File: src/hdl/apb_defines.svh
`ifndef APB_DEFINES_SVH
`define APB_DEFINES_SVH

// Bus widths
`define APB_ADDR_W      32
`define APB_DATA_W      32

// Slave memory, addresses at or above the size take the error path
`define APB_MEM_WORDS   256
`define APB_MEM_IDX_W   8

// Request buffer entries, equal to the host credits after reset
`define APB_REQ_DEPTH   4

// Pointer and occupancy width, must hold APB_REQ_DEPTH itself
`define APB_PTR_W       3

`endif

File: src/hdl/apb_pkg.sv
`default_nettype none

`include "apb_defines.svh"

package apb_pkg;

    // Master FSM states
    typedef enum logic [1:0] {
        IDLE   = 2'b00,
        SETUP  = 2'b01,
        ACCESS = 2'b10
    } apb_state_e;

    typedef enum logic {
        OP_READ  = 1'b0,
        OP_WRITE = 1'b1
    } apb_op_e;

    // Host request
    typedef struct packed {
        apb_op_e                op;
        logic [`APB_ADDR_W-1:0] addr;
        logic [`APB_DATA_W-1:0] wdata;
    } apb_req_t;

    // Result returned to the host
    typedef struct packed {
        apb_op_e                op;
        logic [`APB_DATA_W-1:0] rdata;
        logic                   slverr;
    } apb_rsp_t;

    // Master to slave
    typedef struct packed {
        logic [`APB_ADDR_W-1:0] paddr;
        logic [`APB_DATA_W-1:0] pwdata;
        logic                   psel;
        logic                   penable;
        logic                   pwrite;
    } apb_bus_req_t;

    // Slave to master
    typedef struct packed {
        logic [`APB_DATA_W-1:0] prdata;
        logic                   pready;
        logic                   pslverr;
    } apb_bus_rsp_t;

endpackage

`default_nettype wire

File: src/hdl/apb_req_fifo.sv
`default_nettype none

`include "apb_defines.svh"

module apb_req_fifo (
    input  logic              vif,
    input  logic              PRESETn,
    input  logic              req_valid,
    input  apb_pkg::apb_req_t req,
    input  logic              pop,
    output logic              head_valid,
    output apb_pkg::apb_req_t head_req,
    output logic              credit_return
);
    import apb_pkg::*;

    localparam int IDX_W = $clog2(`APB_REQ_DEPTH);

    apb_req_t              entries [`APB_REQ_DEPTH];
    logic [`APB_PTR_W-1:0] wr_ptr;
    logic [`APB_PTR_W-1:0] rd_ptr;
    logic [`APB_PTR_W-1:0] count;
    logic                  take;

    // Wrap at the buffer depth, not at the pointer width
    function automatic logic [`APB_PTR_W-1:0] next_ptr(input logic [`APB_PTR_W-1:0] ptr);
        if (ptr == `APB_PTR_W'(`APB_REQ_DEPTH - 1)) begin
            return '0;
        end
        return ptr + 1'b1;
    endfunction

    assign head_valid = (count != '0);
    assign take       = pop && head_valid;
    assign head_req   = entries[rd_ptr[IDX_W-1:0]];

    // One credit back for every entry the master takes
    assign credit_return = take;

    // Host credits keep the buffer from ever overflowing
    always_ff @(posedge vif) begin
        if (req_valid) begin
            entries[wr_ptr[IDX_W-1:0]] <= req;
        end
    end

    always_ff @(posedge vif or negedge PRESETn) begin
        if (!PRESETn) begin
            wr_ptr <= '0;
            rd_ptr <= '0;
        end else begin
            if (req_valid) begin
                wr_ptr <= next_ptr(wr_ptr);
            end
            if (take) begin
                rd_ptr <= next_ptr(rd_ptr);
            end
        end
    end

    always_ff @(posedge vif or negedge PRESETn) begin
        if (!PRESETn) begin
            count <= '0;
        end else begin
            case ({req_valid, take})
                2'b10: begin
                    count <= count + 1'b1;
                end
                2'b01: begin
                    count <= count - 1'b1;
                end
                default: begin
                    count <= count;
                end
            endcase
        end
    end

endmodule

`default_nettype wire

File: config.mk
export PLATFORM = sky130hd
export DESIGN_NAME = apb_req_fifo
export DESIGN_NICKNAME = d
export VERILOG_FILES = /design/src/hdl/apb_pkg.sv /design/src/hdl/apb_req_fifo.sv
export VERILOG_INCLUDE_DIRS = /design/src /design/src/hdl
export SDC_FILE = /design/constraint.sdc
export NUM_CORES = 1
export LEC_CHECK = 0
export BUFFER_PORTS_ARGS = -buffer_cell sky130_fd_sc_hd__buf_4
export CAP_MARGIN = 0
export CORE_MARGIN = 5
export CORE_UTILIZATION = 40
export DETAILED_ROUTE_END_ITERATION = 10
export GPL_TIMING_DRIVEN = 0
export PLACE_DENSITY = 0.59
export SETUP_SLACK_MARGIN = 0.1
export SLEW_MARGIN = 10
export SYNTH_ARGS = -nofsm -noshare
export SYNTH_HDL_FRONTEND = slang
export SYNTH_SLANG_ARGS = --single-unit
File: constraint.sdc
create_clock -name vif -period 6.2 [get_ports vif]
set_input_delay 0 -clock vif [delete_from_list [all_inputs] [get_ports vif]]
set_output_delay 0 -clock vif [all_outputs]
set_load 0.01 [all_outputs]
==> reports/qor.yml <==
p_per_area_nw_per_um2: 445.1
grt_overflow_total: 0
slew_viol_final: 0
detail_route.wirelength_um: 19160
area_growth_syn_to_layout_pct: 31.86
cts_sinks: 269
antenna_cells: 0
drive_above_1_share_pct: 39.53
max_slew_margin_pct: 51.30
drv_cap: 0
wl_met2_um: 10070
ys_top_cells_by_area: "edfxtp_1 79%, mux4_2 13%, dfrtp_1 2.3%"
num_rows: 57
dieArea_sq_um: 28040
postSynthAreaPerCell_sq_um: 25.69
fin_crit_sh_pct: 38.43
p_leak_nw: 4.599
drcViolationCount: 0
first_global_vias: 5305
grt_usage_pct: 13.60
worst_slack_ns: 3.818
vias: 4733
place.gp.congestion: 0.6562
worst_skew_pair.late_latency_ns: 0.52
drt_iter0_markers: 231
cts.repair.resized: 0
netlist_instances: 386
fmax_mhz: 419.8
cts_tree: "built"
cts.clk_slew.worst_paths_ns: 0.06
synth-simple-area-share_pct: 0.5678
synth_top_area_share_pct: 78.73
finalSetupTns_ns: 0
yosys_warnings: 0
grt_pass1_wl_um: 29910
end_kind: "primary output"
netlist_area_sq_um: 9917
die_x_um: 167.5
synthMuxAreaShare_pct: 15.47
crit_type: "reg2out"
worstPathRequired_ns: 6.20
synth_top_area_cell: "edfxtp_1"
async_flop_share_pct: 3.346
fin_nets: 702
hpwl_um: 11780
wl_met3_um: 949
grt_max_degree: 39
final_antenna_net_count: 0
die_h_um: 167.5
synth_fa_ha_area_share_pct: 0.9589
cts_setup_buffers: 0
synth.top_cells.by_count: "260 x edfxtp_1, 57 x mux4_2, 9 x dfrtp_1"
startpoint_type: "flop"
critPathArrivalTime_ns: 2.38
outcome: "finished, final reports clean"
synth_edf_count: 260
tightestPinTransition_ns: 0.7305
drt-wirelength-per-cell_um: 19.77
clock_skew_ns: 0.01586
ys_ff_latch: 269
cts_hold_buf: 69
synth_cell_types: 25
clock_path_buffers: 3
critPathMaxFanout: 10
synth_most_common_cell: "edfxtp_1"
pre_cts_slack_ns: 4.217
rsz0062_at_grt: "no"
fin_crit_ns: 2.382
hold_violations: 0
htreeDepth: 1
cts_root_buf: "clkbuf_16"
synth.net_count: 462
synth_compound_area_share_pct: 0.3533
core-area_sq_um: 24390
met1_length_um: 7915
viasPerCell: 4.884
first_pass_iters: 4
synth_top_family_by_area: "multiplexers"
ir_drop_uv: 297.3
ys.flop_type: "edfxtp_1"
min_path_type: "in2reg"
port_buffers: 135
io-pin-count: 136
synth-seq-area-share_pct: 81.00
top_layer_used: "met4"
start_util_pct: 40.66
cts_buffers: 28
n_fill_cell: 1972
setup_violations: 0
antenna_found_initial: 0
synth_xor_area_share_pct: 0.2650
-- layer usage --
layer	vias up	GRT usage, %
li1	2130	-
met1	2456	17.71
met2	128	23.87
met3	19	2.735
met4	0	2.964
met5	-	0
-- registers in the layout, summed over array words and instances (netlist names) --
| register | count |
|---|---|
| count | 3 |
| wr_ptr | 3 |
| entries | 260 |
| rd_ptr | 3 |
-- cell families after synthesis --
kind of cell	Yosys count
multiplexers	68
AO/OA/AOI/OAI	6
adder cells (fa/ha/maj)	7
AND/OR/NAND/NOR	9
flip-flops	269
XOR/XNOR	3
buffers and inverters	24
-- final timing paths --
kind	start	to	slack, ns	cells past startpoint
setup reg to reg	count[1]	count[2]	4.23	9
hold reg to reg	count[2]	count[2]	0.47	1
hold / removal	req[28]	entries[2][28]	0.22	2
setup / recovery	rd_ptr[1]	head_req[45]	3.82	4
max in group asynchronous	PRESETn	rd_ptr[2]	5.40	3
min in group asynchronous	PRESETn	count[2]	0.49	3
-- worst max-delay path: stages, from the launching register on --
cell and delay [ns]:
dfrtp_1 0.38, clkbuf_1 0.50, buf_2 0.42, mux4_1 0.39, buf_4 0.17
-- final cells by class --
type	count	area [sq um]	share of cell area, %
buffer	16	107.6	0.8229
clock buffer	35	748.2	5.722
clock inverter	14	136.4	1.043
inverter	8	30.03	0.2296
multi-input combinational	93	1762	13.47
sequential	269	8033	61.43
tap	324	405.4	3.100
timing repair buffer	210	1854	14.18
-- where the power goes --
part | total [mW] | leakage [nW] | internal [mW] | switching, mW
registers | 2.39 | 2.50 | 2.33 | 0.0663
logic | 1.83 | 1.67 | 0.946 | 0.887
clock network | 1.59 | 0.433 | 0.970 | 0.624
-- layout by cell type, fill, tap and decap left out, types with 5 or more instances in the layout --
cell type      count
dlygate4sd3_1     69
ha_1               6
buf_6              5
inv_1              8
buf_4            135
buf_2              7
clkinv_1           7
mux4_2            57
edfxtp_1         260
mux4_1             8
clkbuf_1           9
clkbuf_16         29
dfrtp_1            9
-- through the flow --
stage	power, mW	util (%)	instance area, sq um	instances	hold WS, ns
5_1_grt	6.130	53.61	13080	969	0.2071
3_3_place_gp	4.240	46.48	11340	845	-0.1740
2_1_floorplan	3.466	-	9917	386	-0.2956
3_5_place_dp	4.291	47.15	11500	851	-0.1681
6_report	5.821	53.61	13080	969	0.2236
4_1_cts	5.943	53.61	13080	969	0.1937
No activity file was read; power rests on OpenSTA's default activity.
