File: src/hdl/apb_defines.svh
`ifndef APB_DEFINES_SVH
`define APB_DEFINES_SVH

// Bus widths
`define APB_ADDR_W      32
`define APB_DATA_W      32

// Slave memory, addresses at or above the size take the error path
`define APB_MEM_WORDS   256
`define APB_MEM_IDX_W   8

// Request buffer entries, equal to the host credits after reset
`define APB_REQ_DEPTH   4

// Pointer and occupancy width, must hold APB_REQ_DEPTH itself
`define APB_PTR_W       3

`endif

File: src/hdl/apb_pkg.sv
`default_nettype none

`include "apb_defines.svh"

package apb_pkg;

    // Master FSM states
    typedef enum logic [1:0] {
        IDLE   = 2'b00,
        SETUP  = 2'b01,
        ACCESS = 2'b10
    } apb_state_e;

    typedef enum logic {
        OP_READ  = 1'b0,
        OP_WRITE = 1'b1
    } apb_op_e;

    // Host request
    typedef struct packed {
        apb_op_e                op;
        logic [`APB_ADDR_W-1:0] addr;
        logic [`APB_DATA_W-1:0] wdata;
    } apb_req_t;

    // Result returned to the host
    typedef struct packed {
        apb_op_e                op;
        logic [`APB_DATA_W-1:0] rdata;
        logic                   slverr;
    } apb_rsp_t;

    // Master to slave
    typedef struct packed {
        logic [`APB_ADDR_W-1:0] paddr;
        logic [`APB_DATA_W-1:0] pwdata;
        logic                   psel;
        logic                   penable;
        logic                   pwrite;
    } apb_bus_req_t;

    // Slave to master
    typedef struct packed {
        logic [`APB_DATA_W-1:0] prdata;
        logic                   pready;
        logic                   pslverr;
    } apb_bus_rsp_t;

endpackage

`default_nettype wire

File: src/hdl/apb_master_fsm.sv
`default_nettype none

module apb_master_fsm (
    input  logic                  vif,
    input  logic                  PRESETn,
    input  logic                  head_valid,
    input  apb_pkg::apb_req_t     head_req,
    input  apb_pkg::apb_bus_rsp_t bus_rsp,
    output logic                  pop,
    output apb_pkg::apb_bus_req_t bus_req,
    output logic                  rsp_valid,
    output apb_pkg::apb_rsp_t     rsp
);
    import apb_pkg::*;

    apb_state_e state;
    apb_state_e state_nxt;
    apb_req_t   cur_req;
    logic       done;

    // Last ACCESS cycle of a transfer
    assign done = (state == ACCESS) && bus_rsp.pready;

    // Take a new entry from IDLE, or straight out of a finishing ACCESS
    assign pop = head_valid && ((state == IDLE) || done);

    always_comb begin
        state_nxt = state;
        case (state)
            IDLE: begin
                if (head_valid) begin
                    state_nxt = SETUP;
                end
            end
            SETUP: begin
                state_nxt = ACCESS;
            end
            ACCESS: begin
                if (bus_rsp.pready) begin
                    // Back-to-back skips IDLE
                    state_nxt = head_valid ? SETUP : IDLE;
                end
            end
            default: begin
                state_nxt = IDLE;
            end
        endcase
    end

    always_ff @(posedge vif or negedge PRESETn) begin
        if (!PRESETn) begin
            state <= IDLE;
        end else begin
            state <= state_nxt;
        end
    end

    // Held from SETUP through the end of ACCESS
    always_ff @(posedge vif) begin
        if (pop) begin
            cur_req <= head_req;
        end
    end

    // Bus phase decode
    always_comb begin
        bus_req.paddr   = cur_req.addr;
        bus_req.pwdata  = cur_req.wdata;
        bus_req.pwrite  = (cur_req.op == OP_WRITE);
        bus_req.psel    = (state != IDLE);
        bus_req.penable = (state == ACCESS);
    end

    // Response pulse, host has to take it
    assign rsp_valid = done;

    always_comb begin
        rsp.op     = cur_req.op;
        rsp.rdata  = bus_rsp.prdata;
        rsp.slverr = bus_rsp.pslverr;
    end

endmodule

`default_nettype wire

File: config.mk
export PLATFORM = sky130hd
export DESIGN_NAME = apb_master_fsm
export DESIGN_NICKNAME = d
export VERILOG_FILES = /design/src/hdl/apb_pkg.sv /design/src/hdl/apb_master_fsm.sv
export VERILOG_INCLUDE_DIRS = /design/src /design/src/hdl
export SDC_FILE = /design/constraint.sdc
export NUM_CORES = 1
export LEC_CHECK = 0
export ABC_AREA = 1
export BUFFER_PORTS_ARGS = -buffer_cell sky130_fd_sc_hd__buf_2
export CAP_MARGIN = 0
export CORE_ASPECT_RATIO = 1.75
export CORE_MARGIN = 1.5
export CORE_UTILIZATION = 37
export CTS_CLUSTER_DIAMETER = 40
export DETAILED_ROUTE_END_ITERATION = 6
export PLACE_DENSITY = 0.78
export SYNTH_ARGS = -nofsm -noshare
export SYNTH_HDL_FRONTEND = slang
export SYNTH_SLANG_ARGS = --single-unit
File: constraint.sdc
create_clock -name vif -period 4.6 [get_ports vif]
set_input_delay 0.46 -clock vif [delete_from_list [all_inputs] [get_ports vif]]
set_output_delay 0.46 -clock vif [all_outputs]
set_load 0.1 [all_outputs]
==> parameters.txt, run 1 <==
Parameter                              Value

Setup path
  Worst path depth    4
  Type of the worst setup path    flip-flop to output port
  Cell with the largest stage delay on the worst path    sky130_fd_sc_hd__buf_2
  Slowest cell delay on critical path    roughly 0.56 ns
  Maximum fanout along the worst path    25
  Top cell family by delay on the critical path    simple AND/OR/NAND/NOR gates
  Critical Path Source Type    flip-flop
  Worst setup slack for register-to-register paths    2.55 ns
  Arrival time worst endpoint    2.01 ns
  Cells along the critical path    clkinv_2 > nand2_1 > nor2_4 > buf_2
  Beginning of the critical path    state[0]
  Kind of end point of the critical path    output port
  Worst flop-to-flop path startpoint    state[0]
  Number of buffer and inverter instances along the worst setup path    2
  CP Data Required Time    4.14 ns
  End of the critical path    pop
  End of the worst register-to-register path    bus_req[3]
  R2R depth    4

Synthesis
  Mean post-synth cell area    20.1 um^2
  Largest area contributor in the netlist    sky130_fd_sc_hd__edfxtp_1
  EDFF count, synth    between 60 and 70
  Number of warnings issued by yosys    0
  Count of cell types in the netlist    10
  Proportion of register bits with asynchronous set or reset after synthesis    under 10%
  Synthesized netlist cell count    115
  Net count of the mapped netlist    217
  Most common library cells after synthesis    65 x sky130_fd_sc_hd__edfxtp_1, 34 x sky130_fd_sc_hd__buf_4, 5 x sky130_fd_sc_hd__nand2_1
  Most frequent cell after synthesis    sky130_fd_sc_hd__edfxtp_1
  Yosys reg bits    67
  Synthesized area    0.00231 mm^2
  Sequential area share after synthesis    about 86%
  Leading cell types by total area after synthesis    sky130_fd_sc_hd__edfxtp_1 84%, sky130_fd_sc_hd__buf_4 11%, sky130_fd_sc_hd__dfrtp_1 2.2%
  Flip-flop cell with the highest count after synthesis    sky130_fd_sc_hd__edfxtp_1
  Yosys top cell area share    84.3%

Die
  Height of the die    roughly 110 um
  Core Region    0.00613 mm^2
  Number of ports placed on the die boundary    205
  Starting density of the core    37.7%
  Total Die Area    0.00676 mm^2
  Rows    38
  Die W    around 63 um

Routing
  Iteration count of the initial detailed-routing pass    4
  Total number of vias    1337
  Total wire length after detailed routing    4590 um
  Number of vias per cell    4.23
  Routed length per instance    between 10 and 15 um
  DR iter-0 viols    83
  DRC errors left    0
  Antenna Nets Post-Route    0

GRT
  Overall Global Routing Usage    14.1%
  Number of global-route vias before repair    between 1000 and 1500
  Maximum number of pins on one net before global-route repair    43
  Residual overflow from global routing    0
  Number of antenna violations at the first check in global routing    0
  Global-route wire length before repair    6540 um

Pwr
  Worst IR drop on VDD    0.372 mV
  Flop pwr share    44.1%
  Clock network fraction of design power    25.6%
  Internal power    1.04 mW
  Switching component of the power    0.661 mW
  Relative contribution of combinational cells to total power    30.3%
  Switch share    38.8%
  Power density relative to cell area    approximately 560 mW/mm^2
  Leakage power    1.33 nW

STA
  Least setup slack across all paths after layout    about 2.1 ns
  Hold Vio Cnt, Final    0
  Clock Skew    0.00797 ns
  Final-report setup violation count    0
  Time the final worst path needs with I/O delays and setup    2.47 ns
  Pins Over Slew Limit    0
  Setup repair after global routing missed its margin    false
  Slew Limit Headroom    55.5%
  Transition time of the tightest slew-check pin    between 0.6 and 0.7 ns
  Final clock period utilization by the worst path    53.8%
  Fin Setup TNS    0 ns
  Fmax achieved    just over 400 MHz

Outcome
  Result of the run    finished, final reports clean

Placement
  Minimum setup slack after placement    around 2.4 ns
  Count of input and output buffers    138
  Placed cell count    300
  Routability congestion estimate from global placement    0.662

Cells and area
  Proportion of layout cells with a drive suffix above 1    ~65%
  Net count reported at finish    around 330
  Antenna fix cells    0
  Area growth from synthesis to layout    31.7%
  Post-layout instance count excluding filler cells    316

Clock network
  Number of levels in the clock H-tree    3
  Number of buffers created by CTS    9
  Clock tree from TritonCTS    built
  Maximum buffer depth of the clock tree    2
  Resized Gates After CTS    0
  Clock latency of the later-clocked register in the worst-skew pair    0.34 ns
  Clock Root Buffer    sky130_fd_sc_hd__clkbuf_8
  Clock slew at the register clock pins of the worst setup and hold paths    about 0.070 ns
  Clock sink count    67

Min path
  Min-delay worst type    input port to flip-flop

Run
  Count of maximum capacitance violations    0
==> worst reg2reg max path, delay by kind of cell (launching register included) <==
| kind | cells | cell delay, ns |
|---|---|---|
| buffers and inverters | 2 | 0.63 |
| flip-flops | 1 | 0.40 |
| AND/OR/NAND/NOR | 2 | 0.65 |
==> cells in the final DEF, fill, tap and decap left out <==
cell	synthesis	layout
sky130_fd_sc_hd__clkbuf_1	0	2
sky130_fd_sc_hd__buf_4	34	1
sky130_fd_sc_hd__inv_1	2	2
sky130_fd_sc_hd__nand3_1	1	1
sky130_fd_sc_hd__clkinv_2	1	2
sky130_fd_sc_hd__nor2_4	0	1
sky130_fd_sc_hd__inv_2	1	1
sky130_fd_sc_hd__dfrtp_1	2	2
sky130_fd_sc_hd__clkbuf_8	0	9
sky130_fd_sc_hd__dlygate4sd3_1	0	1
sky130_fd_sc_hd__bufinv_16	0	1
sky130_fd_sc_hd__edfxtp_1	65	65
sky130_fd_sc_hd__clkinv_1	0	2
sky130_fd_sc_hd__nand2_1	5	5
sky130_fd_sc_hd__nor2_2	1	1
sky130_fd_sc_hd__nor2_1	3	2
sky130_fd_sc_hd__buf_2	0	138
==> power by group through the flow <==
stage	registers (mW)	logic, mW	clock network [mW]
3_5_place_dp	0.764	0.518	0
4_1_cts	0.751	0.519	0.453
2_1_floorplan	1.11	0.217	0
6_report	0.750	0.516	0.436
3_3_place_gp	0.762	0.513	0
5_1_grt	0.756	0.529	0.479
==> flip-flops by register name (all words and copies together), names as in the netlist <==
name / count
bus_req: 65
state: 2
==> cell families (layout without fill, tap and decap cells) <==
logic type,Yosys count,in the layout,share of synthesized area [%]
buf+inv,38,159,11.7
flops,67,67,86.5
simple gates,10,10,1.78
==> per-layer routing <==
| layer | GRT usage (%) | routed length, um | up-vias |
|---|---|---|---|
| met1 | 13.0 | 1570 | 597 |
| met5 | 0 | 0 | - |
| met4 | 15.1 | 297 | 0 |
| li1 | - | - | 609 |
| met2 | 22.1 | 2340 | 99 |
| met3 | 5.86 | 388 | 32 |
==> layout make-up <==
type	instances	area, um^2
clock buffers	11	131
clock inverters	4	42.5
fillers	537	3080
inverters	4	16.3
multi-input cells	10	48.8
flip-flops and latches	67	2000
well taps	80	100
repair buffers	140	708
==> what timing repair did <==
| item | CTS | global route |
|---|---|---|
| hold buffers | 1 | 0 |
| hold endpoints to repair | 2 | 0 |
| buffers inserted | 0 | 0 |
==> how the worst min path moves through the flow <==
stage,from,to,slack [ns],depth (start not counted)
floorplan,PRESETn,state[0],0.16,0
global placement,PRESETn,state[1],0.25,1
detailed placement,PRESETn,state[1],0.25,1
CTS,head_req[22],bus_req[25],0.27,1
global route,head_req[22],bus_req[25],0.27,1
finish,head_req[48],bus_req[51],0.29,1
==> metrics by stage <==
stage	instance area [um^2]	hold slack [ns]	total power, mW	util, %
floorplan	2320	0.164	1.33	-
global placement	2870	0.251	1.28	46.7
detailed placement	2870	0.253	1.28	46.7
CTS	3050	0.271	1.72	49.7
global route	3050	0.266	1.76	49.7
finish	3050	0.294	1.70	49.7
No activity file was read; power rests on OpenSTA's default activity.
==> run 2, diff against run 1 <==
clock period = 2.3 ns   (was 4.6 ns; I/O delays follow)
==> run 2 against run 1 <==
Worst setup slack worse by 1.7 ns; largest cell class unchanged; die area unchanged; sequential cell count unchanged; largest power group unchanged; combinational power up 110%; final area up 3.4%; highest routed layer unchanged; utilization up 1.7 points; critical path depth unchanged.
==> parameters.txt, run 2 (synthesis results as in run 1) <==
Parameter                              Value

Outcome
  Result of the run    finished, final reports clean

Routing
  Met2 Routed Length    around 2600 um
  Iteration count of the initial detailed-routing pass    4
  Antenna Nets Post-Route    0
  Routed length per instance    between 15 and 20 um
  Detailed-routed wire length on met3    ~450 um
  Total number of vias    1356
  Highest metal used    met4
  DRC errors left    0
  Total wire length after detailed routing    5000 um
  Met1 wire length    1470 um
  Number of vias per cell    4.24
  DR iter-0 viols    between 40 and 50

Pwr
  Power density relative to cell area    around 1100 mW/mm^2
  Worst IR drop on VDD    0.483 mV
  Leakage power    roughly 1.4 nW

Placement
  Placed Area    0.00297 mm^2
  Routability congestion estimate from global placement    approximately 0.74
  Half-perimeter wire length after placement    4030 um
  Count of input and output buffers    around 140
  Minimum setup slack after placement    0.703 ns
  Placed cell count    305

GRT
  Overall Global Routing Usage    about 15%
  Global-route wire length before repair    6950 um
  Number of global-route vias before repair    1353
  Residual overflow from global routing    0
  Number of antenna violations at the first check in global routing    0
  Maximum number of pins on one net before global-route repair    17

Setup path
  Top cell family by delay on the critical path    simple AND/OR/NAND/NOR gates
  Kind of end point of the critical path    output port
  Cell with the largest stage delay on the worst path    sky130_fd_sc_hd__nor2_4
  Cells along the critical path    inv_2 > nor2_2 > nor2_4 > buf_12
  Worst setup slack for register-to-register paths    0.73 ns
  Critical Path Source Type    flip-flop
  Type of the worst setup path    flip-flop to output port
  Number of buffer and inverter instances along the worst setup path    2
  Slowest cell delay on critical path    0.50 ns
  CP Data Required Time    2.07 ns
  Maximum fanout along the worst path    15
  Arrival time worst endpoint    1.63 ns

STA
  Transition time of the tightest slew-check pin    0.622 ns
  Least setup slack across all paths after layout    0.444 ns
  Fin Hold WS    between 0.06 and 0.07 ns
  Hold Vio Cnt, Final    0
  Clock Skew    0.00837 ns
  Fmax achieved    ~540 MHz
  Final clock period utilization by the worst path    80.7%
  Fin Setup TNS    0 ns
  Time the final worst path needs with I/O delays and setup    around 1.9 ns
  Slew Limit Headroom    between 50% and 60%
  Setup repair after global routing missed its margin    false
  Final-report setup violation count    0
  Pins Over Slew Limit    0

Clock network
  Maximum buffer depth of the clock tree    2
  Clock Root Buffer    sky130_fd_sc_hd__clkbuf_8
  Post-CTS setup-driven buffer insertion count    0
  Resized Gates After CTS    0
  Clock sink count    67
  Clock tree from TritonCTS    built
  Clock latency of the later-clocked register in the worst-skew pair    0.33 ns
  Number of levels in the clock H-tree    3
  Clock slew at the register clock pins of the worst setup and hold paths    0.07 ns
  Number of buffers inserted for hold repair after clock tree synthesis    1
  Number of buffers created by CTS    9

Cells and area
  Sequential cell area    0.00200 mm^2
  Total non-filler cell area in the finished layout    0.00315 mm^2
  Proportion of layout cells with a drive suffix above 1    66.7%
  Number of flip-flops in the largest register    65
  Antenna fix cells    0
  Area growth from synthesis to layout    36.2%
  Post-layout instance count excluding filler cells    320
  Most frequent standard cell in the layout excluding fill and tap cells    sky130_fd_sc_hd__buf_2
  Net count reported at finish    about 340
  Area used by multi-input combinational logic    between 50 and 60 um^2
  Highest-count cells in the layout ignoring fill and taps    137 x sky130_fd_sc_hd__buf_2, 65 x sky130_fd_sc_hd__edfxtp_1, 9 x sky130_fd_sc_hd__clkbuf_8
  Filler cells    514

Die
  Starting density of the core    37.7%
  Die W    62.8 um
  Rows    38
  Core Region    approximately 0.0061 mm^2
  Number of ports placed on the die boundary    205
  Total Die Area    between 0.006 and 0.007 mm^2
  Height of the die    between 100 and 150 um

Min path
  Min-delay worst type    input port to flip-flop

Run
  Count of maximum capacitance violations    0
## run 2: final timing paths
path	startpoint	end	cells after the start
setup / recovery	state[1]	pop	4
hold / removal	head_req[49]	bus_req[52]	1
setup reg to reg	state[1]	bus_req[17]	4
hold reg to reg	state[0]	state[1]	2
max in group asynchronous	PRESETn	state[1]	2
min in group asynchronous	PRESETn	state[0]	2
## run 2: cell type report
cell class	count	area share [%]
inverter	4	0.516
tap	80	3.17
multi-input combinational	10	1.63
clock inverter	3	1.31
sequential	67	63.5
timing repair buffer	145	25.7
clock buffer	11	4.17
## run 2: power breakdown
group	total [mW]	internal, mW	switching (mW)
clock	0.862	0.485	0.377
combinational	1.08	0.165	0.920
sequential	1.50	1.47	0.0262
## run 2: stage by stage
step	power [mW]	util, %
3_5_place_dp	2.62	48.4
6_report	3.45	51.4
3_3_place_gp	2.60	48.4
5_1_grt	3.56	51.4
2_1_floorplan	2.66	-
4_1_cts	3.48	51.4
## run 2: routing by layer
metal	vias to the layer above	track usage, %
met5	-	0
met2	84	24.8
li1	626	-
met4	0	17.1
met1	595	12.5
met3	51	4.92
==> run 3, diff against run 2 <==
ABC_AREA = 0   (was 1)
CORE_UTILIZATION = 34   (was 37)
PLACE_DENSITY = 0.76   (was 0.78)
clock period = 1.6 ns   (was 2.3 ns; I/O delays follow)
==> run 3 against run 2 <==
Combinational power up 42%; synthesized area up 0.16%; total power up 56%; register-to-register slack worse by 0.67 ns; sequential share of layout area down 5.3 points; final cell count up 5.0%; wire length up 5.3%; worst setup slack worse by 0.43 ns; count of clock-buffer cells in the layout down 1; highest routed layer unchanged.
==> parameters.txt, run 3 <==
Parameter                              Value

Routing
  Routed length per instance    roughly 16 um
  Iteration count of the initial detailed-routing pass    4
  DRC errors left    0
  DR iter-0 viols    111
  Antenna Nets Post-Route    0
  Total wire length after detailed routing    5260 um
  Total number of vias    1425
  Number of vias per cell    4.24

STA
  Setup repair after global routing missed its margin    true
  Pins Over Slew Limit    0
  Final clock period utilization by the worst path    99.2%
  Transition time of the tightest slew-check pin    0.518 ns
  Least setup slack across all paths after layout    0.0126 ns
  Time the final worst path needs with I/O delays and setup    between 1.5 and 2 ns
  Final-report setup violation count    0
  Fin Setup TNS    0 ns
  Fmax achieved    630 MHz
  Slew Limit Headroom    around two thirds
  Clock Skew    0.00635 ns
  Hold Vio Cnt, Final    0

Synthesis
  Number of warnings issued by yosys    0
  Flip-flop cell with the highest count after synthesis    sky130_fd_sc_hd__edfxtp_1
  Most common library cells after synthesis    65 x sky130_fd_sc_hd__edfxtp_1, 34 x sky130_fd_sc_hd__buf_4, 2 x sky130_fd_sc_hd__dfrtp_1, 2 x sky130_fd_sc_hd__nor3b_1
  Largest area contributor in the netlist    sky130_fd_sc_hd__edfxtp_1
  Yosys top cell area share    84.2%
  EDFF count, synth    65
  Synthesized netlist cell count    between 100 and 150
  Mean post-synth cell area    about 21 um^2
  Yosys reg bits    67
  Net count of the mapped netlist    about 210
  Sequential area share after synthesis    86.3%
  Count of cell types in the netlist    10
  Leading cell types by total area after synthesis    sky130_fd_sc_hd__edfxtp_1 84%, sky130_fd_sc_hd__buf_4 11%, sky130_fd_sc_hd__dfrtp_1 2.2%
  Most frequent cell after synthesis    sky130_fd_sc_hd__edfxtp_1
  Proportion of register bits with asynchronous set or reset after synthesis    2.99%
  Synthesized area    0.00232 mm^2

Die
  Height of the die    112 um
  Starting density of the core    35.5%
  Core Region    0.00654 mm^2
  Die W    roughly 65 um
  Total Die Area    0.00734 mm^2
  Number of ports placed on the die boundary    205
  Rows    39

Placement
  Minimum setup slack after placement    0.136 ns
  Placed cell count    297
  Count of input and output buffers    138
  Routability congestion estimate from global placement    0.721

Setup path
  Cells along the critical path    nor2b_4 > nor3b_4 > buf_12 > buf_12
  Cell with the largest stage delay on the worst path    sky130_fd_sc_hd__dfrtp_1
  Most numerous cell on the critical path    sky130_fd_sc_hd__buf_12
  Maximum fanout along the worst path    4
  Slowest cell delay on critical path    0.41 ns
  Arrival time worst endpoint    1.43 ns
  CP Data Required Time    between 1 and 1.5 ns
  Kind of end point of the critical path    output port
  Critical Path Source Type    flip-flop
  Type of the worst setup path    flip-flop to output port

Outcome
  Result of the run    finished, final reports clean

Cells and area
  Number of flip-flops in the largest register    65
  Area growth from synthesis to layout    48.4%
  Final standard cell utilization of the core    a little over half
  Antenna fix cells    0
  Proportion of layout cells with a drive suffix above 1    66.1%
  Highest-count cells in the layout ignoring fill and taps    136 x sky130_fd_sc_hd__buf_2, 65 x sky130_fd_sc_hd__edfxtp_1, 15 x sky130_fd_sc_hd__dlygate4sd3_1
  Post-layout instance count excluding filler cells    about 340
  Most frequent standard cell in the layout excluding fill and tap cells    sky130_fd_sc_hd__buf_2
  Net count reported at finish    351

Clock network
  Clock slew at the register clock pins of the worst setup and hold paths    0.05 ns
  Clock tree from TritonCTS    built
  Number of buffers created by CTS    9
  Number of levels in the clock H-tree    3
  Clock Root Buffer    sky130_fd_sc_hd__clkbuf_16
  Clock sink count    67
  Clock latency of the later-clocked register in the worst-skew pair    0.32 ns
  Maximum buffer depth of the clock tree    2

GRT
  Routing layer with the top usage in global route    met2
  Fraction of met1 tracks used by global routing    11.9%
  Met3 Use GR    8.62%
  Maximum number of pins on one net before global-route repair    45
  Overall Global Routing Usage    around 14%
  Met2 layer usage reported by global route    23.6%
  Number of antenna violations at the first check in global routing    0
  Residual overflow from global routing    0
  Global-route wire length before repair    7290 um
  Number of global-route vias before repair    approximately 1500

Pwr
  Flop pwr share    39.9%
  Internal power    3.44 mW
  Switching component of the power    1.94 mW
  Worst IR drop on VDD    roughly 0.87 mV
  Clock network fraction of design power    a little under a third
  Leakage power    1.49 nW
  Switch share    36.1%
  Power density relative to cell area    ~1600 mW/mm^2
  Relative contribution of combinational cells to total power    ~28%
  Power after layout    5.38 mW

Run
  Count of maximum capacitance violations    0

Min path
  Min-delay worst type    input port to flip-flop
## run 3: area by class of cell
class | count | area [um^2]
fill | 538 | 3100
sequential | 67 | 2000
timing repair buffer | 163 | 983
clock buffer | 10 | 229
tap | 82 | 103
multi-input combinational | 8 | 81.3
clock inverter | 6 | 42.5
## run 3: logic make-up (layout without fill, tap and decap cells)
group	after synthesis	count (layout)	synth area share, %
buffers and inverters	34	179	11.0
DFF	67	67	86.3
muxes	1	1	0.647
and+or+nand+nor	7	7	2.00
## run 3: worst paths after layout
check	start	end	slack, ns	depth (start not counted)
max	state[1]	pop	0.01	4
min	head_req[17]	bus_req[20]	0.01	1
max reg2reg	state[1]	bus_req[3]	0.06	4
min reg2reg	state[1]	state[1]	0.59	1
max in group asynchronous	PRESETn	state[0]	1.34	2
min in group asynchronous	PRESETn	state[1]	0.16	2
## run 3: timing repair
| action | CTS | global route |
|---|---|---|
| endpoints found under the hold margin | 9 | 7 |
| setup buffers | 1 | 6 |
| pin swaps | 1 | 1 |
| gates cloned | 1 | 0 |
| hold buffers | 8 | 7 |
| resized for setup | 1 | 0 |
| setup endpoints to repair | 2 | 1 |
## run 3: stage by stage
stage	cell area, um^2	hold WS (ns)
floorplan	2340	-0.136
global placement	2930	-0.0559
detailed placement	2930	-0.0505
CTS	3330	0.000409
global route	3440	0.000127
finish	3440	0.0127
## run 3: layer usage
metal / vias up / routed length, um
li1: 647 / -
met1: 623 / 1530
met2: 127 / 2810
met3: 28 / 638
met4: 0 / 274
met5: - / 0
## run 3: power by group through the flow
stage,Sequential [mW],Combinational [mW],Clock [mW]
floorplan,3.15,0.616,0
global placement,2.18,1.44,0
detailed placement,2.19,1.45,0
CTS,2.15,1.50,1.75
global route,2.16,1.57,1.82
finish,2.15,1.53,1.71
## run 3: worst max-delay path: cells and delay by family, from the launching register on
family / cells / cell delay (ns)
buf+inv: 2 / 0.30
flops: 1 / 0.41
simple gates: 2 / 0.40
